==> config.mk <==
export PLATFORM = sky130hd
export DESIGN_NAME = spi_master
export DESIGN_NICKNAME = d
export VERILOG_FILES = /design/src/design/mmio_pkg.sv /design/src/design/spi_master.sv
export VERILOG_INCLUDE_DIRS = /design/src /design/src/design
export SDC_FILE = /design/constraint.sdc
export NUM_CORES = 1
export LEC_CHECK = 0
export BUFFER_PORTS_ARGS = -buffer_cell sky130_fd_sc_hd__buf_2
export CAP_MARGIN = 30
export CORE_MARGIN = 4
export CORE_UTILIZATION = 45
export DETAILED_ROUTE_END_ITERATION = 12
export PLACE_DENSITY = 0.68
export SETUP_SLACK_MARGIN = 0.05
export SLEW_MARGIN = 10
export SYNTH_ARGS = -nofsm -noshare
export SYNTH_HDL_FRONTEND = slang
export SYNTH_SLANG_ARGS = --single-unit
==> constraint.sdc <==
create_clock -name clk -period 2.1 [get_ports clk]
set_input_delay 0.105 -clock clk [delete_from_list [all_inputs] [get_ports clk]]
set_output_delay 0.105 -clock clk [all_outputs]
set_load 0.01 [all_outputs]
==> src/design/mmio_defines.svh <==
`ifndef MMIO_DEFINES_SVH
`define MMIO_DEFINES_SVH

// start of the I/O window on the data bus
`define MMIO_IO_BASE     32'h80000000

// window layout is four slots of 16 words each
`define MMIO_SLOTS       4
`define MMIO_SLOT_BYTES  64

// data RAM depth in 32-bit words, higher addresses alias
`define MMIO_RAM_WORDS   256

// system clocks per SCLK half period
`define SPI_CLK_DIV      4

// returned by empty slots and unknown register offsets
`define MMIO_DEFAULT_RD  32'h000000FF

`endif
==> src/design/mmio_pkg.sv <==
package mmio_pkg;

    // processor data bus request
    typedef struct packed {
        logic [31:0] addr;
        logic        we;
        logic [31:0] wd;
    } mmio_req_t;

    // decoded request towards the I/O slots
    typedef struct packed {
        logic [3:0]  en;     // one-hot slot enable
        logic [3:0]  we;     // per-slot write
        logic [7:0]  addr;   // offset inside the window
        logic [31:0] wd;
    } slot_req_t;

    // register block to shift engine
    typedef struct packed {
        logic       start;   // single cycle pulse
        logic [7:0] tx_byte;
    } spi_cmd_t;

    // shift engine back to register block
    typedef struct packed {
        logic       busy;
        logic       rdy;
        logic [7:0] rx_byte;
    } spi_stat_t;

    // read data source, 0 is memory and 1..4 are slots 0..3
    typedef enum logic [3:0] {
        RD_SRC_MEM     = 4'd0,
        RD_SRC_SLOT0   = 4'd1,
        RD_SRC_SLOT1   = 4'd2,
        RD_SRC_SLOT2   = 4'd3,
        RD_SRC_SLOT3   = 4'd4,
        RD_SRC_ILLEGAL = 4'hf
    } rd_src_t;

endpackage

==> src/design/spi_master.sv <==
`timescale 1ns/1ps
`include "mmio_defines.svh"

module spi_master import mmio_pkg::*; (
    input  logic      clk,
    input  logic      reset,
    input  spi_cmd_t  cmd,
    input  logic      miso,
    output spi_stat_t stat,
    output logic      sclk,
    output logic      mosi,
    output logic      cs_n
);
    localparam int DIV_W = (`SPI_CLK_DIV > 1) ? $clog2(`SPI_CLK_DIV) : 1;
    localparam logic [DIV_W-1:0] DIV_LAST = DIV_W'(`SPI_CLK_DIV - 1);

    logic [DIV_W-1:0] div_cnt;
    logic [3:0]       edge_cnt;    // sixteen SCLK edges per byte
    logic             busy_q;
    logic             rdy_q;
    logic             sclk_q;
    logic [7:0]       rx_q;
    logic [7:0]       shreg;
    logic             miso_bit;
    logic             accept;
    logic             tick;
    logic             last_edge;

    assign accept    = cmd.start && !busy_q;          // ignored while busy
    assign tick      = busy_q && (div_cnt == DIV_LAST);
    assign last_edge = tick && sclk_q && (edge_cnt == 4'd15);

    always_ff @(posedge clk) begin
        if (reset) begin
            busy_q   <= 1'b0;
            rdy_q    <= 1'b0;
            sclk_q   <= 1'b0;
            div_cnt  <= '0;
            edge_cnt <= 4'd0;
            rx_q     <= 8'h00;
        end else if (accept) begin
            busy_q   <= 1'b1;
            rdy_q    <= 1'b0;
            sclk_q   <= 1'b0;
            div_cnt  <= '0;
            edge_cnt <= 4'd0;
        end else if (tick) begin
            div_cnt  <= '0;
            edge_cnt <= edge_cnt + 4'd1;
            sclk_q   <= ~sclk_q;
            if (last_edge) begin
                busy_q <= 1'b0;
                rdy_q  <= 1'b1;
                rx_q   <= {shreg[6:0], miso_bit};    // same cycle as busy drop
            end
        end else if (busy_q) begin
            div_cnt <= div_cnt + 1'b1;
        end
    end

    // mode 0 samples on the rising edge and shifts on the falling edge
    always_ff @(posedge clk) begin
        if (accept) begin
            shreg <= cmd.tx_byte;
        end else if (tick) begin
            if (!sclk_q) begin
                miso_bit <= miso;
            end else begin
                shreg <= {shreg[6:0], miso_bit};
            end
        end
    end

    assign sclk = sclk_q;
    assign mosi = busy_q & shreg[7];    // msb first, idle low
    assign cs_n = ~busy_q;

    assign stat.busy    = busy_q;
    assign stat.rdy     = rdy_q;
    assign stat.rx_byte = rx_q;

endmodule

**Yosys cells after proc, flatten, opt, wreduce, memory -nomap -nowiden**

Cells that the tools add are included.

- Add/sub/neg operators: 2
- Equality and inequality tests: 2
- Multiplexer cells: 6
- Bitwise logic cells: 4
- Reductions and logical operators: 15

Operator list:

| cell | count |
|---|---|
| 8-bit two-way mux | 3 |
| 2-bit AND reduction | 3 |
| 3-bit AND reduction | 2 |
| 2-bit nonzero test | 3 |
| 4-bit by 1-bit adder with 4-bit output, second input constant | 1 |
| 4-bit equality test, second input constant | 1 |
| 1-bit logical AND | 4 |
| 1-bit two-way mux | 3 |
| 1-bit inverter | 3 |
| 3-bit OR reduction | 1 |
| 2-bit by 1-bit adder with 2-bit output, second input constant | 1 |
| 2-bit equality test, second input constant | 1 |
| 2-bit OR reduction | 1 |
| 1-bit bitwise AND | 1 |
| 1-bit logical NOT | 1 |

- Register bits after elaboration: 26
- Input bits: 12
- Output and inout port bits: 13
- Logic and storage cells: 37

**Longest topological paths before layout**

- Depth after elaboration: 7
- Depth in mapped cells: 6
- Depth with buffers taken out: 4

**Worst setup path after synthesis**

Ideal clock, no wire load.

- Path type: register -> register
- From: register busy_q
- To: register shreg[0], data pin
- Library setup time: 0.260 ns
- Arrival time: 1.023 ns
- Required time: 1.840 ns
- Setup slack: 0.817 ns
- Stages on the path, launching flop included: 5
- Path buffers: 2
- Clock period less this slack: 1.283 ns
- Path through: dfxtp_1 buf_4 nor2b_1 buf_4 mux2_2

- Longest elaborated chain between the ends: 3

RTL lines:

| item | line | text |
|---|---|---|
| start: declaration | spi_master.sv:19 | `logic busy_q;` |
| start signal: assignment | spi_master.sv:35 | `busy_q <= 1'b0;` |
| start signal: assignment | spi_master.sv:42 | `busy_q <= 1'b1;` |
| start signal: assignment | spi_master.sv:52 | `busy_q <= 1'b0;` |
| 1-bit logical NOT | spi_master.sv:29 | `assign accept = cmd.start && !busy_q;` |
| 1-bit logical AND | spi_master.sv:29 |  |
| 8-bit two-way mux | spi_master.sv:63 | `if (accept) begin` |
| end signal: assignment | spi_master.sv:64 | `shreg <= cmd.tx_byte;` |
| end signal: assignment | spi_master.sv:69 | `shreg <= {shreg[6:0], miso_bit};` |
| end: declaration | spi_master.sv:23 | `logic [7:0] shreg;` |

Every way passes these cells.
A chain may end at the register's enable or synchronous reset.

**Final worst setup path**

- From: register busy_q
- To: register shreg[5], data pin

The elaborated chain is that of the path after synthesis.

==> impl_results.md <==
- Crit share post-route: 77.67%
- Startpoint of the most critical register-to-register path: busy_q$_SDFFE_PP0P_
- Master cell of the clock root buffer: sky130_fd_sc_hd__clkbuf_4
- Worst-skew pair later-pin latency: 0.32 ns
- Routed wire length per instance: 12.58 µm
- Clock share of power: 35.6%
- IR drop worst, VDD: 0.4216 mV
- Iter 0 DRT Violations: 4
- Number of failing setup endpoints in the final timing report: 0
- Kind of start point of the critical path: flop
- Half-perimeter wire length of the detailed placement result: 1507 µm
- Syn_nets: 124
- Maximum clock insertion buffer count: 2
- Share of the core filled with cells: 54.86%
- Largest cells by area after synthesis: sky130_fd_sc_hd__dfxtp_1 (28%), sky130_fd_sc_hd__edfxtp_1 (22%), sky130_fd_sc_hd__mux2_2 (8.3%), sky130_fd_sc_hd__nand2b_1 (8.2%), sky130_fd_sc_hd__mux2i_1 (6.6%)
- Sequential fraction of design power: 56.3%
- Port Buffers: 24
- Final Critical Period: 1.631 ns
- Most instantiated library cell after synthesis: sky130_fd_sc_hd__dfxtp_1
- Cell-internal power: 771.4 µW
- Filler Cell Count: 249
- Cells after Synth: 110
- Routability congestion estimate from global placement: 0.7326
- # clock sinks: 26
- Initial antenna violation count: 0
- Syn_area_per_cell: 11.08 µm²
- Crit path cell chain: nor2b_1, mux2_2
- Maximum fanout along the worst path: 10
- Achievable clock frequency: 0.6131 GHz
- Area share of the largest cell type after synthesis: 27.93%
- Ys flop type: sky130_fd_sc_hd__dfxtp_1
- Antenna diodes: 0
- Cell with the largest stage delay on the worst path: sky130_fd_sc_hd__nor2b_1
- Via count of the routed design: 835
- Clock-pin slew of the registers on the worst-case setup and hold paths: 0.15 ns
- List of most frequent post-synthesis cells: sky130_fd_sc_hd__dfxtp_1 (17), sky130_fd_sc_hd__nand2b_1 (16), sky130_fd_sc_hd__edfxtp_1 (9), sky130_fd_sc_hd__mux2_2 (9), sky130_fd_sc_hd__nor2_1 (9)
- Initial standard-cell utilization of the core: 48.31%
- Global-route wire length before repair: 3346 µm
- CORE AREA: 2522 µm²
- Synth Warn #: 0
- Design area: 1384 µm²
- Worst max-slew margin expressed relative to the limit: 45.46%
- Power share of the combinational group: 8.2%
- Die outline area: 3605 µm²
- NetSw: 198.3 µW
- Required time at the endpoint of the critical path: 2.18 ns
- TritonCTS clock tree: built
- Total iterations of the first detailed-routing run: 2
- Nets@finish: 146
- Worst-case clock skew: 0.01416 ns
- Type of the tightest min-delay check: in -> reg
- Post-detailed-placement cell area: 1321 µm²
- Unrepaired setup endpoints after global routing: no
- Worst setup path start: busy_q$_SDFFE_PP0P_
- Crit-path max cell delay: 0.64 ns
- Proportion of synthesized chip area in sequential cells: 50.10%
- Post-cts sizing count: 0
- Post-synthesis cell type with the largest combined area: sky130_fd_sc_hd__dfxtp_1
- H-tree levels: 1
- Synth Register Bits: 26
- Number of global-route vias before repair: 778
- Overall global routing resource usage: 12.39%
- Number of flops mapped to enable cells by yosys: 9
- Total of hold buffers inserted after clock tree synthesis: 1
- Inserted Clock Buffers: 3
- Number of nets with antenna violations after detailed routing: 0
- Count of different cell masters after synthesis: 31
- Number of hold violations in the final report: 0
- Reg-to-Reg End: shreg[5]$_DFFE_PP_
- Post-synthesis async set-or-reset flop share: 0%
- GRT overflow: 0
- X dimension of the die: 60.04 µm
- Final TNS setup: 0 ns
- Post-synthesis instance area: 1219 µm²
- Number of standard cells in the layout, taps in and fillers out: 161
- Worst setup path endpoint: shreg[5]$_DFFE_PP_
- Total number of cells along the worst setup path: 2
- CP top delay family: simple AND/OR/NAND/NOR gates
- Slack of the worst reg-to-reg path: 0.47 ns
- DR DRC count: 0
- Path type of the worst setup path: reg -> reg
- Cell depth of the worst flop-to-flop path: 2
- Chip Height: 60.04 µm
- Critical path capture point type: flop
- P_leak: 0.0005586 µW
- Total count of max-transition violations in the final report: 0
- Buffer count from post-CTS setup fixing: 0
- Slew of the pin with the lowest slew margin: 0.8164 ns
- Status: finished clean
- Pwr dens: 700.7 nW/µm²
- Boundary pin count: 25
- Pin count of the biggest net entering global routing: 28
- Via density: 5.186
- Final WL: 2025 µm
- Sw Ratio: 20.45%
- P&R area growth vs syn: 13.55%
- Post-placement cell count: 156
- Combined buffer and inverter count along the critical path: 0
- Max-cap violations: 0
- Number of rows in the core area: 18
- Share of cells above drive strength 1: 32.82%
- Data arrival time of the worst path: 1.71 ns
## per-stage QoR
stage	hold WS [ns]	setup slack [ns]	total power [µW]
floorplan	0.2039	0.8173	615.6
global placement	0.2824	0.5529	632.9
detailed placement	0.2883	0.4763	636.2
CTS	0.06212	0.4556	977.4
global route	0.04040	0.3628	1013
finish	0.06544	0.4689	969.7
## registers in the layout, summed over array words and instances, names as in the netlist
signal / flops
rx_q: 8
busy_q: 1
edge_cnt: 4
miso_bit: 1
sclk: 1
div_cnt: 2
shreg: 8
rdy_q: 1
## cell type report
class                           count  area [µm²]  share of cell area (%)
Sequential cell                    26       610.6                   44.12
Multi-Input combinational cell     72       530.5                   38.34
Timing Repair Buffer               27       145.1                   10.49
Tap cell                           30       37.54                   2.712
Clock inverter                      1       30.03                   2.170
Clock buffer                        3       22.52                   1.627
Inverter                            2       7.507                  0.5425
## worst register-to-register path, stage by stage (launching register included)
cell                      delay (ns)
sky130_fd_sc_hd__dfxtp_1        0.34
sky130_fd_sc_hd__nor2b_1        0.64
sky130_fd_sc_hd__mux2_2         0.41
## routing by layer
layer  wire length, µm  track usage, %  part of all wire, %
met1               905           14.21                   45
met2               999           21.30                   49
met3               110           3.240                  5.4
met4                 9           5.696                 0.44
met5                 0               0                    0
## kinds of logic (layout without fill, tap and decap cells)
| kind of cell | Yosys count | in the layout | share of synthesized area (%) |
|---|---|---|---|
| buffers and inverters | 12 | 33 | 6.365 |
| AO/OA/AOI/OAI | 11 | 11 | 6.263 |
| XOR/XNOR | 2 | 2 | 1.438 |
| AND/OR/NAND/NOR | 40 | 40 | 18.89 |
| flip-flops | 26 | 26 | 50.10 |
| multiplexers | 17 | 17 | 14.89 |
| adder cells (fa/ha/maj) | 2 | 2 | 2.053 |
## how the worst min path moves through the flow
stage | startpoint | end | cells past startpoint
floorplan | miso | miso_bit$_DFFE_PP_ | 0
global placement | miso | miso_bit$_DFFE_PP_ | 1
detailed placement | miso | miso_bit$_DFFE_PP_ | 1
CTS | cmd[3] | shreg[3]$_DFFE_PP_ | 2
global route | cmd[3] | shreg[3]$_DFFE_PP_ | 2
finish | cmd[3] | shreg[3]$_DFFE_PP_ | 2
## power groups by stage
stage | logic (µW) | registers [µW] | clock network [µW]
floorplan | 61.5 | 554 | 0
global placement | 76.5 | 556 | 0
detailed placement | 79.3 | 557 | 0
CTS | 81.0 | 546 | 351
global route | 89.2 | 547 | 377
finish | 79.3 | 546 | 345
## cell usage in the layout, fill, tap and decap left out, types with 2 or more instances in the layout
cell,n
sky130_fd_sc_hd__mux2_2,9
sky130_fd_sc_hd__buf_2,24
sky130_fd_sc_hd__nor2_1,9
sky130_fd_sc_hd__clkbuf_4,3
sky130_fd_sc_hd__nand2b_1,16
sky130_fd_sc_hd__mux2i_1,8
sky130_fd_sc_hd__xor2_1,2
sky130_fd_sc_hd__a21oi_1,5
sky130_fd_sc_hd__dfxtp_1,17
sky130_fd_sc_hd__nor3b_1,4
sky130_fd_sc_hd__edfxtp_1,9
sky130_fd_sc_hd__ha_1,2
sky130_fd_sc_hd__nand2_1,3
sky130_fd_sc_hd__buf_4,2
(Power assumes the default switching activity.)
