[src/design/mmio_defines.svh]
`ifndef MMIO_DEFINES_SVH
`define MMIO_DEFINES_SVH

// start of the I/O window on the data bus
`define MMIO_IO_BASE     32'h80000000

// window layout is four slots of 16 words each
`define MMIO_SLOTS       4
`define MMIO_SLOT_BYTES  64

// data RAM depth in 32-bit words, higher addresses alias
`define MMIO_RAM_WORDS   256

// system clocks per SCLK half period
`define SPI_CLK_DIV      4

// returned by empty slots and unknown register offsets
`define MMIO_DEFAULT_RD  32'h000000FF

`endif
[src/design/mmio_pkg.sv]
package mmio_pkg;

    // processor data bus request
    typedef struct packed {
        logic [31:0] addr;
        logic        we;
        logic [31:0] wd;
    } mmio_req_t;

    // decoded request towards the I/O slots
    typedef struct packed {
        logic [3:0]  en;     // one-hot slot enable
        logic [3:0]  we;     // per-slot write
        logic [7:0]  addr;   // offset inside the window
        logic [31:0] wd;
    } slot_req_t;

    // register block to shift engine
    typedef struct packed {
        logic       start;   // single cycle pulse
        logic [7:0] tx_byte;
    } spi_cmd_t;

    // shift engine back to register block
    typedef struct packed {
        logic       busy;
        logic       rdy;
        logic [7:0] rx_byte;
    } spi_stat_t;

    // read data source, 0 is memory and 1..4 are slots 0..3
    typedef enum logic [3:0] {
        RD_SRC_MEM     = 4'd0,
        RD_SRC_SLOT0   = 4'd1,
        RD_SRC_SLOT1   = 4'd2,
        RD_SRC_SLOT2   = 4'd3,
        RD_SRC_SLOT3   = 4'd4,
        RD_SRC_ILLEGAL = 4'hf
    } rd_src_t;

endpackage

[src/design/mmio_addr_dec.sv]
`timescale 1ns/1ps
`include "mmio_defines.svh"

module mmio_addr_dec import mmio_pkg::*; (
    input  mmio_req_t   req,
    input  logic [31:0] ram_rd,
    input  logic [31:0] spi_rd,
    output mmio_req_t   ram_req,
    output slot_req_t   slot,
    output logic [31:0] rd
);
    localparam int WIN_BYTES = `MMIO_SLOTS * `MMIO_SLOT_BYTES;
    localparam int SLOT_LSB  = $clog2(`MMIO_SLOT_BYTES);

    logic [31:0] win_off;
    logic        is_io;
    logic [3:0]  slot_sel;
    rd_src_t     rd_src;

    // unsigned wrap puts everything below the base far out of range
    assign win_off = req.addr - `MMIO_IO_BASE;
    assign is_io   = (win_off < 32'(WIN_BYTES));

    assign slot_sel = 4'b0001 << win_off[SLOT_LSB +: 2];   // one-hot slot

    always_comb begin
        slot    = '0;
        ram_req = req;
        if (is_io) begin
            slot.en   = slot_sel;
            slot.we   = slot_sel & {4{req.we}};
            slot.addr = win_off[7:0];
            slot.wd   = req.wd;
            ram_req   = '0;                                 // RAM sees no write here
        end
    end

    always_comb begin
        case (slot.en)
            4'b0000: rd_src = RD_SRC_MEM;
            4'b0001: rd_src = RD_SRC_SLOT0;
            4'b0010: rd_src = RD_SRC_SLOT1;
            4'b0100: rd_src = RD_SRC_SLOT2;
            4'b1000: rd_src = RD_SRC_SLOT3;
            default: rd_src = RD_SRC_ILLEGAL;
        endcase
    end

    always_comb begin
        case (rd_src)
            RD_SRC_MEM:   rd = ram_rd;
            RD_SRC_SLOT0: rd = spi_rd;
            default:      rd = `MMIO_DEFAULT_RD;   // empty slots
        endcase
    end

endmodule

[config.mk]
export PLATFORM = sky130hd
export DESIGN_NAME = mmio_addr_dec
export DESIGN_NICKNAME = d
export VERILOG_FILES = /design/src/design/mmio_pkg.sv /design/src/design/mmio_addr_dec.sv
export VERILOG_INCLUDE_DIRS = /design/src /design/src/design
export SDC_FILE = /design/constraint.sdc
export NUM_CORES = 1
export LEC_CHECK = 0
export BUFFER_PORTS_ARGS = -buffer_cell sky130_fd_sc_hd__buf_2
export CAP_MARGIN = 20
export CORE_AREA = 2 2 108 110
export DETAILED_ROUTE_END_ITERATION = 16
export DIE_AREA = 0 0 110 112
export PLACE_DENSITY = 0.46
export SYNTH_ARGS = -nofsm -noshare
export SYNTH_HDL_FRONTEND = slang
export SYNTH_SLANG_ARGS = --single-unit
[constraint.sdc]
create_clock -name vclk -period 1.65
set_input_delay 0.2475 -clock vclk [all_inputs]
set_output_delay 0.2475 -clock vclk [all_outputs]
set_load 0.02 [all_outputs]
# Word-level counts from Yosys, hierarchy flattened
# Index checks and enable logic that the tools add are counted.
[totals] register_bits=0
[classes] shift=1 n_eq_ne=5 n_lt_le_gt_ge=1 n_reduce_logical=2 n_bitwise=1 addsub=1 muxes=4
[op_table] operator="two-way mux 65 bit" n=1
[op_table] operator="case mux 32 bit (2 select lines)" n=1
[op_table] operator="two-way mux 48 bit" n=1
[op_table] operator="less-than comparator 32 x 9 -> 1 bit, second input constant" n=1
[op_table] operator="subtractor 32 bit, second input constant" n=1
[op_table] operator="case mux 4 bit (5 select lines)" n=1
[op_table] operator="equality test 4 x 1 -> 1 bit, second input constant" n=2
[op_table] operator="zero test 4 bit" n=2
[op_table] operator="bitwise AND 4 bit" n=1
[op_table] operator="equality test 4 x 2 -> 1 bit, second input constant" n=1
[op_table] operator="equality test 4 x 3 -> 1 bit, second input constant" n=1
[op_table] operator="equality test 4 bit, second input constant" n=1
[op_table] operator="<< shifter 1 x 2 -> 4 bit, first input constant" n=1

# Logic depth before layout (Yosys ltp)
# Gate-level depths: netlist of the first run.
[depth] depth_word=8 ltp_mapped=6 ltp_nobuf=4

# Worst setup path after synthesis of the first run
# Ideal clock, no wire load.
[synth_timing] path_kind="in2out" startpoint="input port req[46] (netlist bit)" endpoint="output port slot[45] (netlist bit)" required_ps=1402 setup_slack_ps=-283 n_path_buf=1 arrival_time_ps=1686 path_stages=4 path_cell_list="nor4_2 > nand4_2 > buf_6 > nor4b_1"
[synth_rtl] item="start: declaration" line_no="mmio_addr_dec.sv:5" rtl="input mmio_req_t req,"
[synth_rtl] item="end: declaration" line_no="mmio_addr_dec.sv:9" rtl="output slot_req_t slot,"

==> results of run 1 <==
==> final cells by class <==
type                       instances  share of cell area [%]
tap                              143                    3.51
multi-input combinational        196                    39.7
timing repair buffer             348                    56.8
==> cell usage in the layout (no fill, tap or decap), types with 2 or more instances in the layout <==
master	synthesis	layout
and2_1	41	35
and2_4	0	6
and4b_1	2	2
buf_12	0	10
buf_16	0	10
buf_2	10	159
buf_4	0	92
buf_6	9	70
buf_8	0	4
clkbuf_16	0	2
nand2_1	25	24
nor2b_1	42	31
nor2b_4	0	10
nor3_1	8	8
nor4_4	1	6
nor4b_4	0	2
o21ai_0	32	4
o21ai_1	0	12
o21ai_2	0	2
o21ai_4	0	14
o31ai_4	0	32
==> per-stage QoR <==
stage / hold WS (ps) / area [µm²]
after floorplan: 639 / 1980
after global placement: 742 / 3770
after detailed placement: 744 / 3770
after CTS: 720 / 4790
after global routing: 726 / 5100
final: 722 / 5100
==> power by group through the flow <==
stage	combinational (mW)	clock, mW	sequential [mW]
floorplan	0.369	0	0
global placement	0.706	0	0
detailed placement	0.712	0	0
CTS	0.818	0	0
global route	0.924	0	0
finish	0.871	0	0
==> per-layer routing <==
metal	wire length, µm	track usage (%)	vias to the layer above	share of wire, %
met3	759	2.05	0	7.0
met4	0	0	0	0
met1	3830	15.2	1375	36
met2	6200	32.8	139	57
li1	-	-	1435	-
met5	0	0	-	0
==> timing repair <==
item | in CTS | in global routing
setup endpoints to repair | 122 | 122
cloned | 12 | 2
gates resized for setup | 178 | 109
pin swaps | 27 | 12
setup buffers | 8 | 1
hold endpoints to repair | 0 | 0
==> worst max-delay path by stage <==
stage,from,endpoint,slack [ps],cells after the start
final,req[41],ram_req[17],-320,9
after detailed placement,req[46],rd[11],-430,7
after CTS,req[41],rd[26],-330,7
after global placement,req[58],rd[5],-390,10
after global routing,req[41],ram_req[29],-400,9
after floorplan,req[52],rd[1],-50,6
==> cell families after synthesis <==
| logic type | synth area share [%] |
|---|---|
| AO/OA/AOI/OAI | 26.8 |
| AND/OR/NAND/NOR | 54.8 |
| buffers and inverters | 18.5 |
==> cells in the mapped netlist (all sizes together) <==
| library cell | number | share of area, % |
|---|---|---|
| o31ai | 32 | 16 |
| and3b | 1 | 0.59 |
| o21ai | 32 | 11 |
| nor2b | 42 | 18 |
| nor4b | 2 | 1.2 |
| nor4 | 6 | 5.2 |
| nand4 | 1 | 0.84 |
| clkbuf | 33 | 8.4 |
| nor3 | 8 | 2.7 |
| and3 | 1 | 0.42 |
| nor2 | 2 | 1.0 |
| and4b | 2 | 1.3 |
| and4 | 1 | 0.59 |
| and2 | 41 | 17 |
| nand2 | 25 | 6.3 |
| buf | 19 | 10 |
==> critical path, delay by kind of cell <==
family / cells / cell delay [ps]
AND/OR/NAND/NOR: 4 / 820
buffers and inverters: 5 / 660
==> out/results.txt, run 1 <==
Drt wl/cell: 15.7 µm
Via count: 2949
Grt ovf: 0
Hold endpoint: ram_req[62]
Psw: 0.430 mW
Setup TNS: -28290 ps
Unrepaired setup endpoints after global routing: yes
Fin crit share: 120%
Sequential area share after synthesis: 0%
Fmax: 0.507 GHz
CP dominant cell by count: buf_12
Die Area: 12300 µm²
DP HPWL: 6790 µm
Clock buffer count: 0
Max_slew headroom: 75.3%
Worst Tran Pin Value: 368 ps
Final nets: 675
Area growth syn-to-layout: 241%
PnR Total Power: 0.871 mW
DRC Markers: 0
Minimum clock period: 1970 ps
Fill count: 1064
Avg Cell Area, Syn: 6.03 µm²
CP startpoint kind: input pin
Multi-input gate area: 2030 µm²
Switching fraction of total power: 49.4%
PnR worst setup slack: -322 ps
Peak supply drop: 0.110 mV
Power per cell area: 171 nW/µm²
Int Power: 0.441 mW
Number of DRC markers after the initial detailed-route iteration: 30
Pre-CTS WS: -426 ps
Die height: 112 µm
Syn_nets: 377
WL final: 10800 µm
Number of I/O port buffers: 274
Core area: 11200 µm²
Worst Path Max Fanout: 6
Clock power share: 0%
Register area: 0 µm²
First drt pass iteration count: 3
Core Util, Final: 45.6%
Routability cong.: 0.769
Sequential Power Share: 0%
Largest net degree at the start of global routing: 43
Total GRT Usage: 15.1%
CP arrival: 1720 ps
Non-Filler Instances: 687
Final slew viol count: 0
Final setup viols: 122
Synth Instances: 248
Crit-path slowest cell: nor4_4
Row count: 39
Synthesized area: 1500 µm²
Vias in the first global route: 2964
Ant diodes: 0
Placed cells: 671
Worst hold path type: in2out
Combinational share of power: 100.0%
Synth Warn #: 0
# IOs: 274
Min-Delay Startpoint: req[62]
Failing checks: setup timing
Max cap viols: 0
Leakage power: 2.39 nW
Hold buffer count at CTS: 0
Status: finished, violations left
Starting density of the core: 13.4%
Post-DR vias/cell: 4.29
Synth cell types: 21
Hold Fails Final Rpt: 0
DIE WIDTH: 110 µm
Layout cells sized above 1: 78.1%
CP cell instances: buf_6, nor4_4, nand4_4, nor2_4, buf_12, buf_12, buf_16, nor2b_1, buf_4
Cell count of the worst hold path: 2
Worst Setup End Kind: output pin
Initial antenna violation count: 0
Critical path type: in2out
Final sequential cell count: 0
Max incr delay on CP: 330 ps
Antenna Nets Post-Route: 0
Global-route wire length before repair: 14700 µm
Critical Path RT: 1400 ps
Power figures use the tool's default switching activity.
==> inputs of run 2 (changes only) <==
--- a/config.mk
+++ b/config.mk
@@ -6,12 +6,13 @@
 export SDC_FILE = /design/constraint.sdc
 export NUM_CORES = 1
 export LEC_CHECK = 0
+export ABC_AREA = 1
 export BUFFER_PORTS_ARGS = -buffer_cell sky130_fd_sc_hd__buf_2
 export CAP_MARGIN = 20
-export CORE_AREA = 2 2 108 110
+export CORE_AREA = 3 3 104 106
 export DETAILED_ROUTE_END_ITERATION = 16
-export DIE_AREA = 0 0 110 112
-export PLACE_DENSITY = 0.46
+export DIE_AREA = 0 0 107 109
+export PLACE_DENSITY = 0.49
 export SYNTH_ARGS = -nofsm -noshare
 export SYNTH_HDL_FRONTEND = slang
 export SYNTH_SLANG_ARGS = --single-unit
==> run 2 against run 1 <==
  * The flow still finishes with violations (setup timing)
  * Final area decreased by 18%
  * Largest power group unchanged
  * Largest cell class unchanged
  * Synthesized cell count increased by 41%
  * Critical path depth increased by 1
  * Critical path type unchanged
==> out/results.txt, run 2 <==
Status: finished, violations left (unchanged)
Failing checks: setup timing (unchanged)
Unrepaired setup endpoints after global routing: yes (unchanged)
Core area: 9860 µm² (was 11200 µm²)
Largest net degree at the start of global routing: 53 (was 43)
Hold buffer count at CTS: 0 (unchanged)
CP arrival: 1460 ps (was 1720 ps)
Register area: 0 µm² (unchanged)
PnR worst setup slack: -60.3 ps (was -322 ps)
Die Area: 11700 µm² (was 12300 µm²)
Crit-path slowest cell: clkbuf_16 (was nor4_4)
Worst Setup End Kind: output pin (unchanged)
Setup TNS: -1040 ps (was -28290 ps)
Min-Delay Startpoint: req[60] (was req[62])
Initial antenna violation count: 0 (unchanged)
Hold Fails Final Rpt: 0 (unchanged)
Vias in the first global route: 2562 (was 2964)
Die height: 109 µm (was 112 µm)
Antenna Nets Post-Route: 0 (unchanged)
Buf+Inv Stages, Crit Path: 5 (unchanged)
Area growth syn-to-layout: 199% (was 241%)
Commonest non-fill, non-tap cell in the layout: buf_2 (unchanged)
Max cap viols: 0 (unchanged)
Max_slew headroom: 85.4% (was 75.3%)
CP startpoint kind: input pin (unchanged)
DRC Markers: 0 (unchanged)
Final slew viol count: 0 (unchanged)
CP Depth: 10 (was 9)
Most frequent cells in the layout: buf_2 (182), inv_1 (127), buf_6 (76), nand2_1 (69), nor2_4 (36) (was buf_2 (159), buf_4 (92), buf_6 (70), and2_1 (35), o31ai_4 (32))
Fill count: 989 (was 1064)
Synth top area share: 34.3% (was 17.6%)
Final nets: 739 (was 675)
Clock buffer count: 0 (unchanged)
Placed cells: 733 (was 671)
Multi-input gate area: 1320 µm² (was 2030 µm²)
Synth Warn #: 0 (unchanged)
Worst Path Max Fanout: 8 (was 6)
Critical Path End: rd[23] (was ram_req[17])
Final sequential cell count: 0 (unchanged)
Post-synth top cells: inv_1 (128), nand2_1 (82), nor2_1 (74) (was nor2b_1 (42), and2_1 (41), clkbuf_1 (32), o21ai_0 (32), o31ai_1 (32))
Sequential area share after synthesis: 0% (unchanged)
Most frequent cell after synthesis: inv_1 (was nor2b_1)
CP cell instances: buf_6, nor2_4, nand2_2, nor2_4, buf_6, nand4_1, buf_6, clkbuf_16, o21ai_1, buf_4 (was buf_6, nor4_4, nand4_4, nor2_4, buf_12, buf_12, buf_16, nor2b_1, buf_4)
Worst Tran Pin Value: 218 ps (was 368 ps)
Synth cell types: 12 (was 21)
Final setup viols: 51 (was 122)
Post-DR vias/cell: 3.82 (was 4.29)
Power per cell area: 188 nW/µm² (was 171 nW/µm²)
Global-route wire length before repair: 12400 µm (was 14700 µm)
Synth Instances: 350 (was 248)
Routability cong.: 0.758 (was 0.769)
Via count: 2832 (was 2949)
Synth area leaders: inv_1 (34%), nand2_1 (22%), nor2_1 (20%) (was nor2b_1 (18%), and2_1 (17%), o31ai_1 (16%))
Crit path launch: req[43] (was req[41])
Peak supply drop: 0.131 mV (was 0.110 mV)
Ant diodes: 0 (unchanged)
Layout cells sized above 1: 64.1% (was 78.1%)
Synthesized area: 1400 µm² (was 1500 µm²)
Drt wl/cell: 13.3 µm (was 15.7 µm)
Max incr delay on CP: 190 ps (was 330 ps)
Leakage power: 2.71 nW (was 2.39 nW)
Starting density of the core: 14.2% (was 13.4%)
# IOs: 274 (unchanged)
Minimum clock period: 1710 ps (was 1970 ps)
DP HPWL: 7050 µm (was 6790 µm)
First drt pass iteration count: 4 (was 3)
CP top delay family: buffers and inverters (was simple AND/OR/NAND/NOR gates)
WL final: 9850 µm (was 10800 µm)
Fmax: 0.585 GHz (was 0.507 GHz)
Grt ovf: 0 (unchanged)
Number of I/O port buffers: 274 (unchanged)
Critical path type: in2out (unchanged)
Worst hold path type: in2out (unchanged)
Number of DRC markers after the initial detailed-route iteration: 110 (was 30)
Yosys top cell by area: inv_1 (was nor2b_1)
Avg Cell Area, Syn: 4.00 µm² (was 6.03 µm²)
Syn_nets: 479 (was 377)
Non-Filler Instances: 741 (was 687)
CP dominant cell by count: buf_6 (was buf_12)
DIE WIDTH: 107 µm (was 110 µm)
Total GRT Usage: 13.2% (was 15.1%)
Row count: 36 (was 39)
Fin crit share: 104% (was 120%)
Critical Path RT: 1400 ps (about the same)
==> run 2: changes by cell type after synthesis, moves of 8 or more <==
cell and change:
inv_1 +128, nor2_1 +73, nand2_1 +57, nor2b_1 -42, and2_1 -41, o31ai_1 -32
o21ai_0 -28, o21ai_1 +20, nor3_1 -8
==> run 2: cell type report <==
cell class / instances / share of cell area (%)
inverter: 128 / 11.5
multi-input combinational: 184 / 31.4
tap: 133 / 3.97
timing repair buffer: 296 / 53.2
==> run 2: logic make-up after synthesis <==
| family | share of synthesized area [%] |
|---|---|
| AND/OR/NAND/NOR | 44.1 |
| buffers and inverters | 47.3 |
| AO/OA/AOI/OAI | 8.57 |
==> run 2: per-stage QoR <==
| step | setup WS, ps | hold slack [ps] | area, µm² | total power, mW | util, % |
|---|---|---|---|---|---|
| after floorplan | 38.9 | 614 | 1400 | 0.305 | - |
| after global placement | -270 | 731 | 2900 | 0.608 | 29.4 |
| after detailed placement | -277 | 728 | 2900 | 0.608 | 29.4 |
| after CTS | -108 | 717 | 3440 | 0.668 | 34.9 |
| after global routing | -154 | 725 | 4190 | 0.854 | 42.5 |
| final | -60.3 | 717 | 4190 | 0.790 | 42.5 |
==> run 2: routing by layer <==
layer	vias to the layer above	GRT usage, %	routed length (µm)
met5	-	0	0
met3	0	2.78	909
met4	0	0	0
met1	1236	13.6	3320
met2	157	28.3	5620
li1	1439	-	-
==> run 2: how the worst min path moves through the flow <==
stage,end,slack (ps),depth (start not counted)
after detailed placement,ram_req[53],730,2
after global placement,ram_req[53],730,2
after CTS,ram_req[60],720,2
after global routing,ram_req[60],720,2
after floorplan,slot[0],610,2
final,ram_req[60],720,2
==> run 2: what timing repair did <==
item,in CTS,in global routing
gates cloned,4,2
resized for setup,139,181
pin swaps,7,16
buffers inserted,2,1
hold endpoints to repair,0,0
setup endpoints to repair,121,120
==> run 2: where the power goes <==
part	internal, mW	switching, mW	total (mW)
sequential	0	0	0
combinational	0.353	0.438	0.790
clock	0	0	0
