$ cat config.mk
export PLATFORM = sky130hd
export DESIGN_NAME = spi_regs
export DESIGN_NICKNAME = d
export VERILOG_FILES = /design/src/design/mmio_pkg.sv /design/src/design/spi_regs.sv
export VERILOG_INCLUDE_DIRS = /design/src /design/src/design
export SDC_FILE = /design/constraint.sdc
export NUM_CORES = 1
export LEC_CHECK = 0
export ABC_AREA = 1
export BUFFER_PORTS_ARGS = -buffer_cell sky130_fd_sc_hd__buf_2
export CORE_MARGIN = 1.5
export CORE_UTILIZATION = 28
export DETAILED_ROUTE_END_ITERATION = 8
export GPL_TIMING_DRIVEN = 1
export PLACE_DENSITY = 0.82
export SLEW_MARGIN = 20
export SYNTH_ARGS = -nofsm -noshare
export SYNTH_HDL_FRONTEND = slang
export SYNTH_SLANG_ARGS = --single-unit
$ cat constraint.sdc
create_clock -name clk -period 1 [get_ports clk]
set_input_delay 0.2 -clock clk [delete_from_list [all_inputs] [get_ports clk]]
set_output_delay 0.2 -clock clk [all_outputs]
set_load 0.02 [all_outputs]
$ cat src/design/mmio_defines.svh
`ifndef MMIO_DEFINES_SVH
`define MMIO_DEFINES_SVH

// start of the I/O window on the data bus
`define MMIO_IO_BASE     32'h80000000

// window layout is four slots of 16 words each
`define MMIO_SLOTS       4
`define MMIO_SLOT_BYTES  64

// data RAM depth in 32-bit words, higher addresses alias
`define MMIO_RAM_WORDS   256

// system clocks per SCLK half period
`define SPI_CLK_DIV      4

// returned by empty slots and unknown register offsets
`define MMIO_DEFAULT_RD  32'h000000FF

`endif
$ cat src/design/mmio_pkg.sv
package mmio_pkg;

    // processor data bus request
    typedef struct packed {
        logic [31:0] addr;
        logic        we;
        logic [31:0] wd;
    } mmio_req_t;

    // decoded request towards the I/O slots
    typedef struct packed {
        logic [3:0]  en;     // one-hot slot enable
        logic [3:0]  we;     // per-slot write
        logic [7:0]  addr;   // offset inside the window
        logic [31:0] wd;
    } slot_req_t;

    // register block to shift engine
    typedef struct packed {
        logic       start;   // single cycle pulse
        logic [7:0] tx_byte;
    } spi_cmd_t;

    // shift engine back to register block
    typedef struct packed {
        logic       busy;
        logic       rdy;
        logic [7:0] rx_byte;
    } spi_stat_t;

    // read data source, 0 is memory and 1..4 are slots 0..3
    typedef enum logic [3:0] {
        RD_SRC_MEM     = 4'd0,
        RD_SRC_SLOT0   = 4'd1,
        RD_SRC_SLOT1   = 4'd2,
        RD_SRC_SLOT2   = 4'd3,
        RD_SRC_SLOT3   = 4'd4,
        RD_SRC_ILLEGAL = 4'hf
    } rd_src_t;

endpackage

$ cat src/design/spi_regs.sv
`timescale 1ns/1ps
`include "mmio_defines.svh"

module spi_regs import mmio_pkg::*; (
    input  logic        clk,
    input  logic        reset,
    input  logic        en,
    input  logic        we,
    input  logic [7:0]  addr,
    input  logic [31:0] wd,
    input  spi_stat_t   stat,
    output logic [31:0] rd,
    output spi_cmd_t    cmd
);
    localparam logic [7:0] OFF_DATA = 8'h00;
    localparam logic [7:0] OFF_CTRL = 8'h04;

    logic       wr_data;
    logic       wr_ctrl;
    logic [7:0] tx_q;

    assign wr_data = en && we && (addr == OFF_DATA);
    assign wr_ctrl = en && we && (addr == OFF_CTRL);

    always_ff @(posedge clk) begin
        if (reset) begin
            tx_q <= 8'h00;
        end else if (wr_data) begin
            tx_q <= wd[7:0];          // low byte only
        end
    end

    // bit 2 of the control word kicks off one transfer
    assign cmd.start   = wr_ctrl && wd[2];
    assign cmd.tx_byte = tx_q;

    always_comb begin
        case (addr)
            OFF_DATA: rd = {24'h0, stat.rx_byte};
            OFF_CTRL: rd = {30'h0, stat.busy, stat.rdy};
            default:  rd = `MMIO_DEFAULT_RD;
        endcase
    end

endmodule

======== After elaboration in Yosys (flattened, before gate mapping) ========
Index checks and enable logic that the tools add are counted.
cells by class
  equal/unequal tests ..................... 1
  multiplexer cells ....................... 1
  reduce and logical (&&, ||, !) cells .... 5
operators by type and width
  operator              number
  $pmux W8 S2           1
  $eq A8 B3 Y1 const B  1
  $logic_not A8 Y1      1
  $logic_and A1 B1 Y1   4
word-level totals
  register bits after elaboration ......... 8

======== Depth between registers and ports, before layout ========
Gate-level depths: netlist of run 1.
  depth in word-level cells ............... 3
  depth in mapped cells ................... 7

======== Least setup slack after synthesis of run 1 ========
No wires, ideal clock.
  kind .................................... input -> output
  start ................................... input port addr[3]
  end ..................................... output port cmd[8] (netlist bit)
  arrival time ............................ 1.072 ns
  required time ........................... 0.800 ns
  path slack .............................. -0.272 ns
  stages .................................. 5
  path buffers ............................ 0
  cell sequence ........................... inv_1 > nand2_1 > nor3_1 > nand2_1 > nor3_1
RTL lines
  what         line            source
  from (decl)  spi_regs.sv:9   input logic [7:0] addr,
  to (decl)    spi_regs.sv:13  output spi_cmd_t cmd

======== Worst setup path in the final report of run 1 ========
  start ................................... input port addr[2]
  end ..................................... output port rd[0]
on the way
  cells in the longest elaborated chain, start to end .. 2
  elaborated cells between the ends (all ways) .. 3
  those cells by class .................... 1 x eq/ne; 1 x mux; 1 x reduce/logical
ends and longest elaborated chain
  what                                              line            source
  $eq A8 B3 Y1 or $logic_not A8 Y1 (tied branches)  spi_regs.sv:38  case (addr)
  $pmux W8 S2 (*)                                   spi_regs.sv:38
  to (decl)                                         spi_regs.sv:12  output logic [31:0] rd,
Every way passes the cells marked *; elsewhere a longest branch is shown, timed or not.

==> results of run 1 <==
[Yosys cell counts]
master,instances,area [um2]
sky130_fd_sc_hd__nand2_1,26,97.6
sky130_fd_sc_hd__buf_4,24,180
sky130_fd_sc_hd__inv_1,13,48.8
sky130_fd_sc_hd__nand3_1,12,60.1
sky130_fd_sc_hd__nor2_1,10,37.5
sky130_fd_sc_hd__a21oi_1,8,40.0
sky130_fd_sc_hd__dfxtp_1,8,160
sky130_fd_sc_hd__buf_6,3,33.8
sky130_fd_sc_hd__nand2_2,2,12.5
sky130_fd_sc_hd__nor2_2,2,12.5
sky130_fd_sc_hd__nor3_1,2,10.0
sky130_fd_sc_hd__conb_1,1,3.75
sky130_fd_sc_hd__nor2_4,1,11.3
[power by group]
part / leakage, nW / total [mW] / switching [mW] / internal (mW)
clock network: 0.0138 / 0.243 / 0.106 / 0.137
logic: 0.550 / 0.246 / 0.157 / 0.0889
registers: 0.0644 / 0.319 / 0.000179 / 0.319
total: 0.629 / 0.808 / 0.263 / 0.545
[final cells by class]
| class | count | area [um2] | share of cell area |
|---|---|---|---|
| Multi-Input combinational cell | 87 | 515 | 0.423 |
| Timing Repair Buffer | 54 | 432 | 0.354 |
| Sequential cell | 8 | 160 | 0.131 |
| Inverter | 13 | 51.3 | 0.0421 |
| Tap cell | 30 | 37.5 | 0.0308 |
| Clock buffer | 3 | 22.5 | 0.0185 |
[timing repair]
item | 4_1_cts | 5_1_grt
cloned | 0 | 1
buffers inserted | 0 | 1
pin swaps | 6 | 8
resized for setup | 23 | 10
endpoints found under the setup margin | 9 | 14
[final timing paths]
path,startpoint,endpoint,depth (start not counted)
setup / recovery,addr[2],rd[0],8
hold / removal,wd[7],tx_q[7],5
setup reg to reg,tx_q[0],tx_q[0],2
hold reg to reg,tx_q[4],tx_q[4],2
[per-stage QoR]
| step | setup TNS [ns] | instances | hold slack [ns] | setup slack (ns) | power (mW) |
|---|---|---|---|---|---|
| final | -1.89 | 195 | 0.260 | -0.245 | 0.808 |
| after CTS | -2.28 | 193 | 0.252 | -0.288 | 0.812 |
| after global routing | -2.77 | 195 | 0.297 | -0.298 | 0.859 |
| after floorplan | -0.372 | 135 | 0.419 | -0.0526 | 0.538 |
| after global placement | -3.95 | 190 | 0.461 | -0.292 | 0.546 |
| after detailed placement | -4.34 | 190 | 0.467 | -0.339 | 0.547 |
[worst reg2reg max path: stages (launching register included)]
cell and delay (ns):
sky130_fd_sc_hd__dfxtp_1 0.31, sky130_fd_sc_hd__a21oi_1 0.11, sky130_fd_sc_hd__nor2_1 0.05
[per-layer routing]
| metal | vias up | GRT usage |
|---|---|---|
| met5 | - | 0 |
| met4 | 0 | 0.0513 |
| met3 | 0 | 0.0169 |
| met2 | 42 | 0.233 |
| met1 | 319 | 0.120 |
| li1 | 403 | - |
[cells by family after synthesis]
| kind of cell | count (synthesis) |
|---|---|
| AND/OR/NAND/NOR | 55 |
| other | 1 |
| flip-flops | 8 |
| buffers and inverters | 40 |
| AO/OA/AOI/OAI | 8 |
==> run_summary.xml, run 1 <==
<?xml version="1.0" encoding="UTF-8"?>
<metrics>
  <group name="run_status">
    <metric name="result_of_the_run" unit="">complete, but fails checks</metric>
    <metric name="failed_checks" unit="">setup timing</metric>
  </group>
  <group name="sta">
    <metric name="finalMaxSlewViolations" unit="">0</metric>
    <metric name="final.min_clock_period" unit="ns">1.25</metric>
    <metric name="clock_skew" unit="ns">0</metric>
    <metric name="pnr_worst_setup_slack" unit="ns">-0.245</metric>
    <metric name="grt_setup_unrepaired" unit="">true</metric>
    <metric name="fin_crit_sh" unit="">1.25</metric>
    <metric name="finalHoldViolations" unit="">0</metric>
    <metric name="achievable-frequency" unit="GHz">0.803</metric>
    <metric name="setup_viol" unit="">9</metric>
  </group>
  <group name="yosys">
    <metric name="yosys_warnings" unit="">0</metric>
    <metric name="register_area_share_after_synthesis" unit="">0.226</metric>
    <metric name="synth_adder_area_share" unit="">0</metric>
    <metric name="synth_area" unit="um2">708</metric>
    <metric name="synth.distinct_cells" unit="">13</metric>
    <metric name="number_of_instances_in_the_synthesized_netlist" unit="">112</metric>
    <metric name="synthMuxAreaShare" unit="">0</metric>
    <metric name="synth-compound-area-share" unit="">0.0565</metric>
    <metric name="combinational_family_with_the_most_area_after_synthesis" unit="">buffers and inverters</metric>
    <metric name="synthSimpleGateAreaFrac" unit="">0.341</metric>
    <metric name="synth_xor_area_frac" unit="">0</metric>
    <metric name="synthesis.area_per_instance" unit="um2">6.32</metric>
    <metric name="ys_ff_latch" unit="">8</metric>
  </group>
  <group name="clocking">
    <metric name="cts-htree-levels" unit="">1</metric>
    <metric name="cts_num_sinks" unit="">8</metric>
    <metric name="clockBufferDepth" unit="">2</metric>
    <metric name="cts_made_buffers" unit="">3</metric>
    <metric name="clk_latency" unit="ns">0.25</metric>
    <metric name="ctsRootBufferMaster" unit="">sky130_fd_sc_hd__clkbuf_4</metric>
    <metric name="clk_pin_slew_worst_paths" unit="ns">0.05</metric>
    <metric name="post_cts_hold_buffer_count" unit="">0</metric>
    <metric name="cts_tree" unit="">built</metric>
  </group>
  <group name="final_layout">
    <metric name="proportion_of_layout_cells_with_a_drive_suffix_above_1" unit="">0.485</metric>
    <metric name="count_of_filler_cells_inserted_in_the_layout" unit="">237</metric>
    <metric name="flip_flop_count_of_the_largest_register_after_layout" unit="">8</metric>
    <metric name="top_register" unit="">tx_q</metric>
    <metric name="stdcell_area" unit="um2">1220</metric>
    <metric name="utilization" unit="">0.501</metric>
    <metric name="registers_with_the_most_flip_flops" unit="">tx_q (8)</metric>
    <metric name="syn2layout_area_growth" unit="%">72.1</metric>
    <metric name="final_net_count" unit="">221</metric>
    <metric name="layout_common_cells" unit="">sky130_fd_sc_hd__buf_2 (32), sky130_fd_sc_hd__conb_1 (24), sky130_fd_sc_hd__nand2_1 (17)</metric>
    <metric name="antennaDiodeCount" unit="">0</metric>
    <metric name="layout_commonest_cell" unit="">sky130_fd_sc_hd__buf_2</metric>
  </group>
  <group name="flow_run">
    <metric name="drv.max_cap_violation_count" unit="">0</metric>
  </group>
  <group name="die">
    <metric name="row_count" unit="">18</metric>
    <metric name="fp.coreArea" unit="um2">2430</metric>
    <metric name="initial_utilization" unit="">0.291</metric>
    <metric name="boundaryPins" unit="">95</metric>
    <metric name="chipWidth" unit="um">53.3</metric>
    <metric name="fp.dieH" unit="um">53.3</metric>
    <metric name="die_area" unit="um2">2840</metric>
  </group>
  <group name="drt">
    <metric name="maxUsedRoutingLayer" unit="">met3</metric>
    <metric name="detail_route.drc_violations" unit="">0</metric>
    <metric name="drt_pre_antenna_iters" unit="">4</metric>
    <metric name="met2_wirelength" unit="um">975</metric>
    <metric name="route.vias.total" unit="">764</metric>
    <metric name="vias_per_cell" unit="">3.92</metric>
    <metric name="antenna_violating_nets_post_route" unit="">0</metric>
    <metric name="detail_route.wirelength" unit="um">1780</metric>
    <metric name="detail_route.iter0.violations" unit="">5</metric>
    <metric name="met3_length" unit="um">135</metric>
    <metric name="wl_met1" unit="um">668</metric>
    <metric name="avgRoutedWirePerCell" unit="um">9.12</metric>
  </group>
  <group name="worst_hold_path">
    <metric name="hold_removal_path_class" unit="">in -&gt; reg</metric>
  </group>
  <group name="grt">
    <metric name="pin_count_of_the_biggest_net_entering_global_routing" unit="">17</metric>
    <metric name="grt_pass1_wl" unit="um">2490</metric>
    <metric name="grt_use_total" unit="">0.118</metric>
    <metric name="first_global_vias" unit="">636</metric>
    <metric name="globalRouteOverflowTotal" unit="">0</metric>
    <metric name="antenna_violations_before_repair" unit="">0</metric>
  </group>
  <group name="setup_path">
    <metric name="timing.critical_path.cells" unit="">buf_8 -&gt; nor2_4 -&gt; nand2_2 -&gt; nor2_4 -&gt; buf_12 -&gt; nand2_1 -&gt; nand3_4 -&gt; buf_6</metric>
    <metric name="timing.critical_path.mode_cell" unit="">sky130_fd_sc_hd__nor2_4</metric>
    <metric name="timing.critical_path.max_delay_family" unit="">simple AND/OR/NAND/NOR gates</metric>
    <metric name="required" unit="ns">0.80</metric>
    <metric name="path_buf_inv" unit="">3</metric>
    <metric name="cp_slowest_cell" unit="">sky130_fd_sc_hd__nor2_4</metric>
    <metric name="rrSetupSlack" unit="ns">0.42</metric>
    <metric name="crit_fanout" unit="">9</metric>
    <metric name="worstSetupPathType" unit="">in -&gt; out</metric>
    <metric name="slowest_cell_delay_on_critical_path" unit="ns">0.14</metric>
    <metric name="startpoint_type" unit="">input port</metric>
    <metric name="timing.critical_path.to_type" unit="">output port</metric>
    <metric name="cp_data_arrival_time" unit="ns">1.05</metric>
  </group>
  <group name="place">
    <metric name="total_placed_instance_area" unit="um2">1050</metric>
    <metric name="dp.final_hpwl" unit="um">1320</metric>
    <metric name="numPortBuffers" unit="">46</metric>
    <metric name="routabilityCongestion" unit="">0.604</metric>
  </group>
  <group name="power">
    <metric name="leakagePower" unit="nW">0.629</metric>
    <metric name="cellPowerDensity" unit="nW/um2">663</metric>
    <metric name="vdd_drop_max" unit="V">0.000471</metric>
  </group>
</metrics>
Power figures use the tool's default switching activity.
==> run 2: changes to the inputs <==
- BUFFER_PORTS_ARGS: -buffer_cell sky130_fd_sc_hd__buf_2 -> unset
- CORE_UTILIZATION: 28 -> 50
- CTS_CLUSTER_DIAMETER: unset -> 60
- DONT_BUFFER_PORTS: unset -> 1
- PLACE_DENSITY: 0.82 -> 0.73
- SKIP_CTS_REPAIR_TIMING: unset -> 1
==> run 2 against run 1 <==
Count of clock-buffer cells in the layout is the same. First-iteration DRC count shrank 20%. Largest power group unchanged. Register-to-register slack lost 0.10 ns. The run still ends with setup timing left.
==> run_summary.xml, run 2 (same netlist as run 1, synthesis figures left out) <==
<?xml version="1.0" encoding="UTF-8"?>
<metrics>
  <group name="grt">
    <metric name="first_global_vias" unit="">386</metric>
    <metric name="antenna_violations_before_repair" unit="">0</metric>
    <metric name="grt_use_total" unit="">0.137</metric>
    <metric name="globalRouteOverflowTotal" unit="">0</metric>
    <metric name="grt_pass1_wl" unit="um">1480</metric>
    <metric name="pin_count_of_the_biggest_net_entering_global_routing" unit="">17</metric>
  </group>
  <group name="drt">
    <metric name="antenna_violating_nets_post_route" unit="">0</metric>
    <metric name="detail_route.iter0.violations" unit="">4</metric>
    <metric name="drt_pre_antenna_iters" unit="">4</metric>
    <metric name="detail_route.drc_violations" unit="">0</metric>
    <metric name="avgRoutedWirePerCell" unit="um">10.1</metric>
    <metric name="route.vias.total" unit="">587</metric>
    <metric name="vias_per_cell" unit="">4.48</metric>
    <metric name="detail_route.wirelength" unit="um">1320</metric>
  </group>
  <group name="sta">
    <metric name="finalMaxSlewViolations" unit="">0</metric>
    <metric name="final.setup.tns" unit="ns">-0.371</metric>
    <metric name="grt_setup_unrepaired" unit="">true</metric>
    <metric name="clock_skew" unit="ns">0</metric>
    <metric name="pnr_worst_setup_slack" unit="ns">-0.0578</metric>
    <metric name="finalHoldViolations" unit="">0</metric>
    <metric name="final.min_clock_period" unit="ns">1.06</metric>
    <metric name="achievable-frequency" unit="GHz">0.945</metric>
    <metric name="setup_viol" unit="">9</metric>
    <metric name="timing.hold.ws" unit="ns">0.176</metric>
    <metric name="fin_crit_sh" unit="">1.06</metric>
  </group>
  <group name="die">
    <metric name="die_area" unit="um2">1650</metric>
    <metric name="row_count" unit="">13</metric>
    <metric name="initial_utilization" unit="">0.538</metric>
    <metric name="boundaryPins" unit="">95</metric>
    <metric name="fp.dieH" unit="um">40.6</metric>
    <metric name="chipWidth" unit="um">40.6</metric>
    <metric name="fp.coreArea" unit="um2">1320</metric>
  </group>
  <group name="setup_path">
    <metric name="slowest_cell_delay_on_critical_path" unit="ns">0.15</metric>
    <metric name="cp_data_arrival_time" unit="ns">0.86</metric>
    <metric name="rrSetupSlack" unit="ns">0.32</metric>
    <metric name="timing.critical_path.cells" unit="">nor2_4 -&gt; nand2_2 -&gt; nor2_4 -&gt; inv_2 -&gt; nand2_8 -&gt; nand3_4</metric>
    <metric name="worst_r2r_startpoint" unit="">tx_q[2]</metric>
    <metric name="timing.critical_path.from" unit="">addr[7]</metric>
    <metric name="cp_slowest_cell" unit="">sky130_fd_sc_hd__nor2_4</metric>
    <metric name="crit_fanout" unit="">8</metric>
    <metric name="path_buf_inv" unit="">1</metric>
    <metric name="worst-path-stages" unit="">6</metric>
    <metric name="crit-reg2reg-capture" unit="">tx_q[2]</metric>
    <metric name="reg2reg_depth" unit="">2</metric>
    <metric name="required" unit="ns">0.80</metric>
    <metric name="timing.critical_path.max_delay_family" unit="">simple AND/OR/NAND/NOR gates</metric>
    <metric name="timing.critical_path.to_type" unit="">output port</metric>
    <metric name="worstSetupPathType" unit="">in -&gt; out</metric>
    <metric name="startpoint_type" unit="">input port</metric>
    <metric name="timing.critical_path.mode_cell" unit="">sky130_fd_sc_hd__nor2_4</metric>
  </group>
  <group name="final_layout">
    <metric name="top_register" unit="">tx_q</metric>
    <metric name="utilization" unit="">0.646</metric>
    <metric name="final_net_count" unit="">172</metric>
    <metric name="post_layout_nonfiller_instances" unit="">131</metric>
    <metric name="antennaDiodeCount" unit="">0</metric>
    <metric name="multi_input_comb_area" unit="um2">551</metric>
    <metric name="syn2layout_area_growth" unit="%">20.1</metric>
    <metric name="layout_commonest_cell" unit="">sky130_fd_sc_hd__conb_1</metric>
    <metric name="layout_common_cells" unit="">sky130_fd_sc_hd__conb_1 (24), sky130_fd_sc_hd__inv_1 (11), sky130_fd_sc_hd__nand2_4 (10), sky130_fd_sc_hd__nand3_1 (10), sky130_fd_sc_hd__nand2_1 (9)</metric>
    <metric name="registers_with_the_most_flip_flops" unit="">tx_q (8)</metric>
    <metric name="count_of_filler_cells_inserted_in_the_layout" unit="">121</metric>
    <metric name="proportion_of_layout_cells_with_a_drive_suffix_above_1" unit="">0.328</metric>
    <metric name="seq_area" unit="um2">160</metric>
    <metric name="flip_flop_count_of_the_largest_register_after_layout" unit="">8</metric>
  </group>
  <group name="place">
    <metric name="numPortBuffers" unit="">0</metric>
    <metric name="cells_after_dpl" unit="">128</metric>
    <metric name="dp.final_hpwl" unit="um">1020</metric>
    <metric name="routabilityCongestion" unit="">0.628</metric>
  </group>
  <group name="power">
    <metric name="post-layout-total-power" unit="uW">711</metric>
    <metric name="cellPowerDensity" unit="nW/um2">836</metric>
    <metric name="leakagePower" unit="nW">0.403</metric>
    <metric name="vdd_drop_max" unit="V">0.000431</metric>
  </group>
  <group name="worst_hold_path">
    <metric name="hold_removal_path_class" unit="">in -&gt; reg</metric>
    <metric name="hold_path_depth" unit="">4</metric>
    <metric name="timing.hold.worst_endpoint" unit="">tx_q[6]</metric>
    <metric name="hold_path_startpoint" unit="">wd[6]</metric>
  </group>
  <group name="run_status">
    <metric name="failed_checks" unit="">setup timing</metric>
    <metric name="result_of_the_run" unit="">complete, but fails checks</metric>
  </group>
  <group name="clocking">
    <metric name="cts_num_sinks" unit="">8</metric>
    <metric name="ctsRootBufferMaster" unit="">sky130_fd_sc_hd__clkbuf_4</metric>
    <metric name="cts-htree-levels" unit="">1</metric>
    <metric name="cts_tree" unit="">built</metric>
    <metric name="clockBufferDepth" unit="">2</metric>
    <metric name="cts_made_buffers" unit="">3</metric>
    <metric name="clk_latency" unit="ns">0.24</metric>
    <metric name="clk_pin_slew_worst_paths" unit="ns">0.05</metric>
  </group>
  <group name="flow_run">
    <metric name="drv.max_cap_violation_count" unit="">0</metric>
  </group>
</metrics>
[run 2: changes by cell type in the layout (fill, tap and decap cells not counted), sizes merged]
cell    previous run  this run
clkbuf             4         3
buf               53         5
[run 2: worst max path at each step]
stage / endpoint / slack, ns
finish: rd[0] / -0.06
global route: rd[1] / -0.11
CTS: rd[1] / -0.07
detailed placement: rd[1] / -0.07
global placement: rd[1] / -0.05
floorplan: rd[0] / -0.05
[run 2: final cells by class]
class                      instances  area share
clock buffer                       3      0.0265
inverter                          13      0.0632
multi-input combinational         87       0.647
sequential                         8       0.188
tap                               15      0.0221
timing repair buffer               5      0.0529
[run 2: through the flow]
step                      worst slack, ns  cell area [um2]
after floorplan                   -0.0526              931
after global placement            -0.0528              773
after detailed placement          -0.0690              773
after CTS                         -0.0701              796
after global routing               -0.108              851
final                             -0.0578              851
[run 2: worst min-delay path: stages]
cell and delay [ns]:
sky130_fd_sc_hd__inv_1 0.03, sky130_fd_sc_hd__nand3_1 0.06, sky130_fd_sc_hd__nand2_1 0.05, sky130_fd_sc_hd__nor2_1 0.03
[run 2: where the power goes]
| part | total, mW | internal (mW) | switching [mW] | leakage (nW) |
|---|---|---|---|---|
| clock network | 0.237 | 0.137 | 0.100 | 0.0138 |
| logic | 0.154 | 0.0295 | 0.124 | 0.325 |
| registers | 0.320 | 0.319 | 0.000760 | 0.0644 |
| total | 0.711 | 0.486 | 0.225 | 0.403 |
[run 2: per-layer routing]
| layer | GRT usage | vias up | wire length [um] |
|---|---|---|---|
| met3 | 0.0326 | 0 | 119 |
| met5 | 0 | - | 0 |
| met4 | 0.0500 | 0 | 0 |
| met1 | 0.151 | 242 | 413 |
| met2 | 0.250 | 39 | 787 |
| li1 | - | 306 | - |
==> run 3: changes to the inputs <==
- CORE_MARGIN: 1.5 -> unset
- CORE_UTILIZATION: 50 -> 35
- PLACE_DENSITY: 0.73 -> 0.56
==> run 3 against run 2 <==
The flow still finishes with violations (setup timing). First-iteration DRC count up 50%. Combinational power up 5%. Via count up 1.2%. Hold slack worse by 0.0068 ns. Fmax up 2.2%. Non-clock buffer count unchanged. Total power up 1.4%. Cell count up 7.6%. Sequential cell count unchanged. Register-to-register slack about the same. Critical endpoint unchanged. Largest cell class unchanged. Largest power group unchanged.
==> run_summary.xml, run 3 (same netlist as run 1, synthesis figures left out) <==
<?xml version="1.0" encoding="UTF-8"?>
<metrics>
  <group name="run_status">
    <metric name="result_of_the_run" unit="">complete, but fails checks</metric>
    <metric name="failed_checks" unit="">setup timing</metric>
  </group>
  <group name="power">
    <metric name="post-layout-total-power" unit="uW">721</metric>
    <metric name="leakagePower" unit="nW">0.383</metric>
    <metric name="cellPowerDensity" unit="nW/um2">846</metric>
    <metric name="vdd_drop_max" unit="V">0.000787</metric>
  </group>
  <group name="setup_path">
    <metric name="worstSetupPathType" unit="">in -&gt; out</metric>
    <metric name="timing.critical_path.to_type" unit="">output port</metric>
    <metric name="required" unit="ns">0.80</metric>
    <metric name="reg2reg_depth" unit="">2</metric>
    <metric name="timing.critical_path.to" unit="">rd[0]</metric>
    <metric name="crit-reg2reg-capture" unit="">tx_q[7]</metric>
    <metric name="rrSetupSlack" unit="ns">0.31</metric>
    <metric name="worst_r2r_startpoint" unit="">tx_q[7]</metric>
    <metric name="crit_fanout" unit="">8</metric>
    <metric name="startpoint_type" unit="">input port</metric>
    <metric name="cp_data_arrival_time" unit="ns">0.83</metric>
    <metric name="timing.critical_path.from" unit="">addr[7]</metric>
  </group>
  <group name="final_layout">
    <metric name="top_register" unit="">tx_q</metric>
    <metric name="count_of_filler_cells_inserted_in_the_layout" unit="">192</metric>
    <metric name="registers_with_the_most_flip_flops" unit="">tx_q (8)</metric>
    <metric name="utilization" unit="">0.473</metric>
    <metric name="flip_flop_count_of_the_largest_register_after_layout" unit="">8</metric>
    <metric name="layout_common_cells" unit="">sky130_fd_sc_hd__conb_1 (24), sky130_fd_sc_hd__nand2_1 (16), sky130_fd_sc_hd__nand3_1 (10), sky130_fd_sc_hd__inv_1 (10)</metric>
    <metric name="syn2layout_area_growth" unit="%">20.3</metric>
    <metric name="layout_commonest_cell" unit="">sky130_fd_sc_hd__conb_1</metric>
    <metric name="proportion_of_layout_cells_with_a_drive_suffix_above_1" unit="">0.276</metric>
    <metric name="final_net_count" unit="">172</metric>
    <metric name="post_layout_nonfiller_instances" unit="">141</metric>
    <metric name="stdcell_area" unit="um2">852</metric>
    <metric name="antennaDiodeCount" unit="">0</metric>
  </group>
  <group name="place">
    <metric name="dp.final_hpwl" unit="um">1070</metric>
    <metric name="post-place-ws" unit="ns">-0.0755</metric>
    <metric name="routabilityCongestion" unit="">0.656</metric>
    <metric name="numPortBuffers" unit="">0</metric>
    <metric name="cells_after_dpl" unit="">138</metric>
    <metric name="total_placed_instance_area" unit="um2">798</metric>
  </group>
  <group name="grt">
    <metric name="globalRouteOverflowTotal" unit="">0</metric>
    <metric name="grtUsageMet1" unit="">0.105</metric>
    <metric name="first_global_vias" unit="">437</metric>
    <metric name="antenna_violations_before_repair" unit="">0</metric>
    <metric name="grt_use_total" unit="">0.116</metric>
    <metric name="pin_count_of_the_biggest_net_entering_global_routing" unit="">17</metric>
    <metric name="global_route.peak_usage_layer" unit="">met2</metric>
    <metric name="global_route.usage.met3" unit="">0.0692</metric>
    <metric name="grt_pass1_wl" unit="um">1770</metric>
    <metric name="use_met2" unit="">0.222</metric>
  </group>
  <group name="drt">
    <metric name="route.vias.total" unit="">594</metric>
    <metric name="detail_route.iter0.violations" unit="">6</metric>
    <metric name="detail_route.wirelength" unit="um">1290</metric>
    <metric name="detail_route.drc_violations" unit="">0</metric>
    <metric name="drt_pre_antenna_iters" unit="">3</metric>
    <metric name="antenna_violating_nets_post_route" unit="">0</metric>
    <metric name="avgRoutedWirePerCell" unit="um">9.17</metric>
    <metric name="vias_per_cell" unit="">4.21</metric>
  </group>
  <group name="clocking">
    <metric name="clk_latency" unit="ns">0.25</metric>
    <metric name="ctsRootBufferMaster" unit="">sky130_fd_sc_hd__clkbuf_4</metric>
    <metric name="clk_pin_slew_worst_paths" unit="ns">0.05</metric>
    <metric name="cts_tree" unit="">built</metric>
    <metric name="cts_made_buffers" unit="">3</metric>
    <metric name="cts-htree-levels" unit="">1</metric>
    <metric name="clockBufferDepth" unit="">2</metric>
    <metric name="cts_num_sinks" unit="">8</metric>
  </group>
  <group name="sta">
    <metric name="finalHoldViolations" unit="">0</metric>
    <metric name="fin_crit_sh" unit="">1.03</metric>
    <metric name="final.min_clock_period" unit="ns">1.03</metric>
    <metric name="setup_viol" unit="">8</metric>
    <metric name="timing.hold.ws" unit="ns">0.169</metric>
    <metric name="clock_skew" unit="ns">0</metric>
    <metric name="achievable-frequency" unit="GHz">0.966</metric>
    <metric name="finalMaxSlewViolations" unit="">0</metric>
    <metric name="grt_setup_unrepaired" unit="">true</metric>
    <metric name="pnr_worst_setup_slack" unit="ns">-0.0349</metric>
    <metric name="final.setup.tns" unit="ns">-0.184</metric>
  </group>
  <group name="die">
    <metric name="chipWidth" unit="um">47.0</metric>
    <metric name="row_count" unit="">15</metric>
    <metric name="initial_utilization" unit="">0.393</metric>
    <metric name="fp.dieH" unit="um">47.0</metric>
    <metric name="boundaryPins" unit="">95</metric>
    <metric name="fp.coreArea" unit="um2">1800</metric>
    <metric name="die_area" unit="um2">2210</metric>
  </group>
  <group name="flow_run">
    <metric name="drv.max_cap_violation_count" unit="">0</metric>
  </group>
  <group name="worst_hold_path">
    <metric name="hold_removal_path_class" unit="">in -&gt; reg</metric>
  </group>
</metrics>
==> run 3: worst min-delay path by stage <==
stage,slack [ns],startpoint,depth (start not counted),to
2_1_floorplan,0.42,wd[3],4,tx_q[3]
4_1_cts,0.17,wd[5],4,tx_q[5]
6_report,0.17,wd[4],4,tx_q[4]
5_1_grt,0.18,wd[5],4,tx_q[5]
3_3_place_gp,0.43,wd[3],4,tx_q[3]
3_5_place_dp,0.43,wd[5],4,tx_q[5]
==> run 3: layer usage <==
layer	vias up	share of wire
li1	304	-
met1	243	0.36
met2	45	0.50
met3	2	0.14
met4	0	0.0062
met5	-	0
==> run 3: final cells by class <==
type | instances | area, um2 | area share
timing repair buffer | 5 | 53.8 | 0.0631
multi-input combinational | 87 | 523 | 0.614
clock buffer | 3 | 22.5 | 0.0264
tap | 25 | 31.3 | 0.0367
sequential | 8 | 160 | 0.188
inverter | 13 | 61.3 | 0.0720
==> run 3: worst max-delay path: stages <==
cell	delay [ns]
sky130_fd_sc_hd__nor2_4	0.08
sky130_fd_sc_hd__nand2_2	0.08
sky130_fd_sc_hd__nor2_4	0.14
sky130_fd_sc_hd__inv_2	0.07
sky130_fd_sc_hd__nand2_8	0.14
sky130_fd_sc_hd__nand3_4	0.12
==> run 3: report_power, final <==
group | internal, mW | leakage (nW) | switching, mW | total, mW
clock | 0.137 | 0.0138 | 0.103 | 0.239
sequential | 0.320 | 0.0644 | 0.000737 | 0.320
combinational | 0.0355 | 0.305 | 0.126 | 0.161
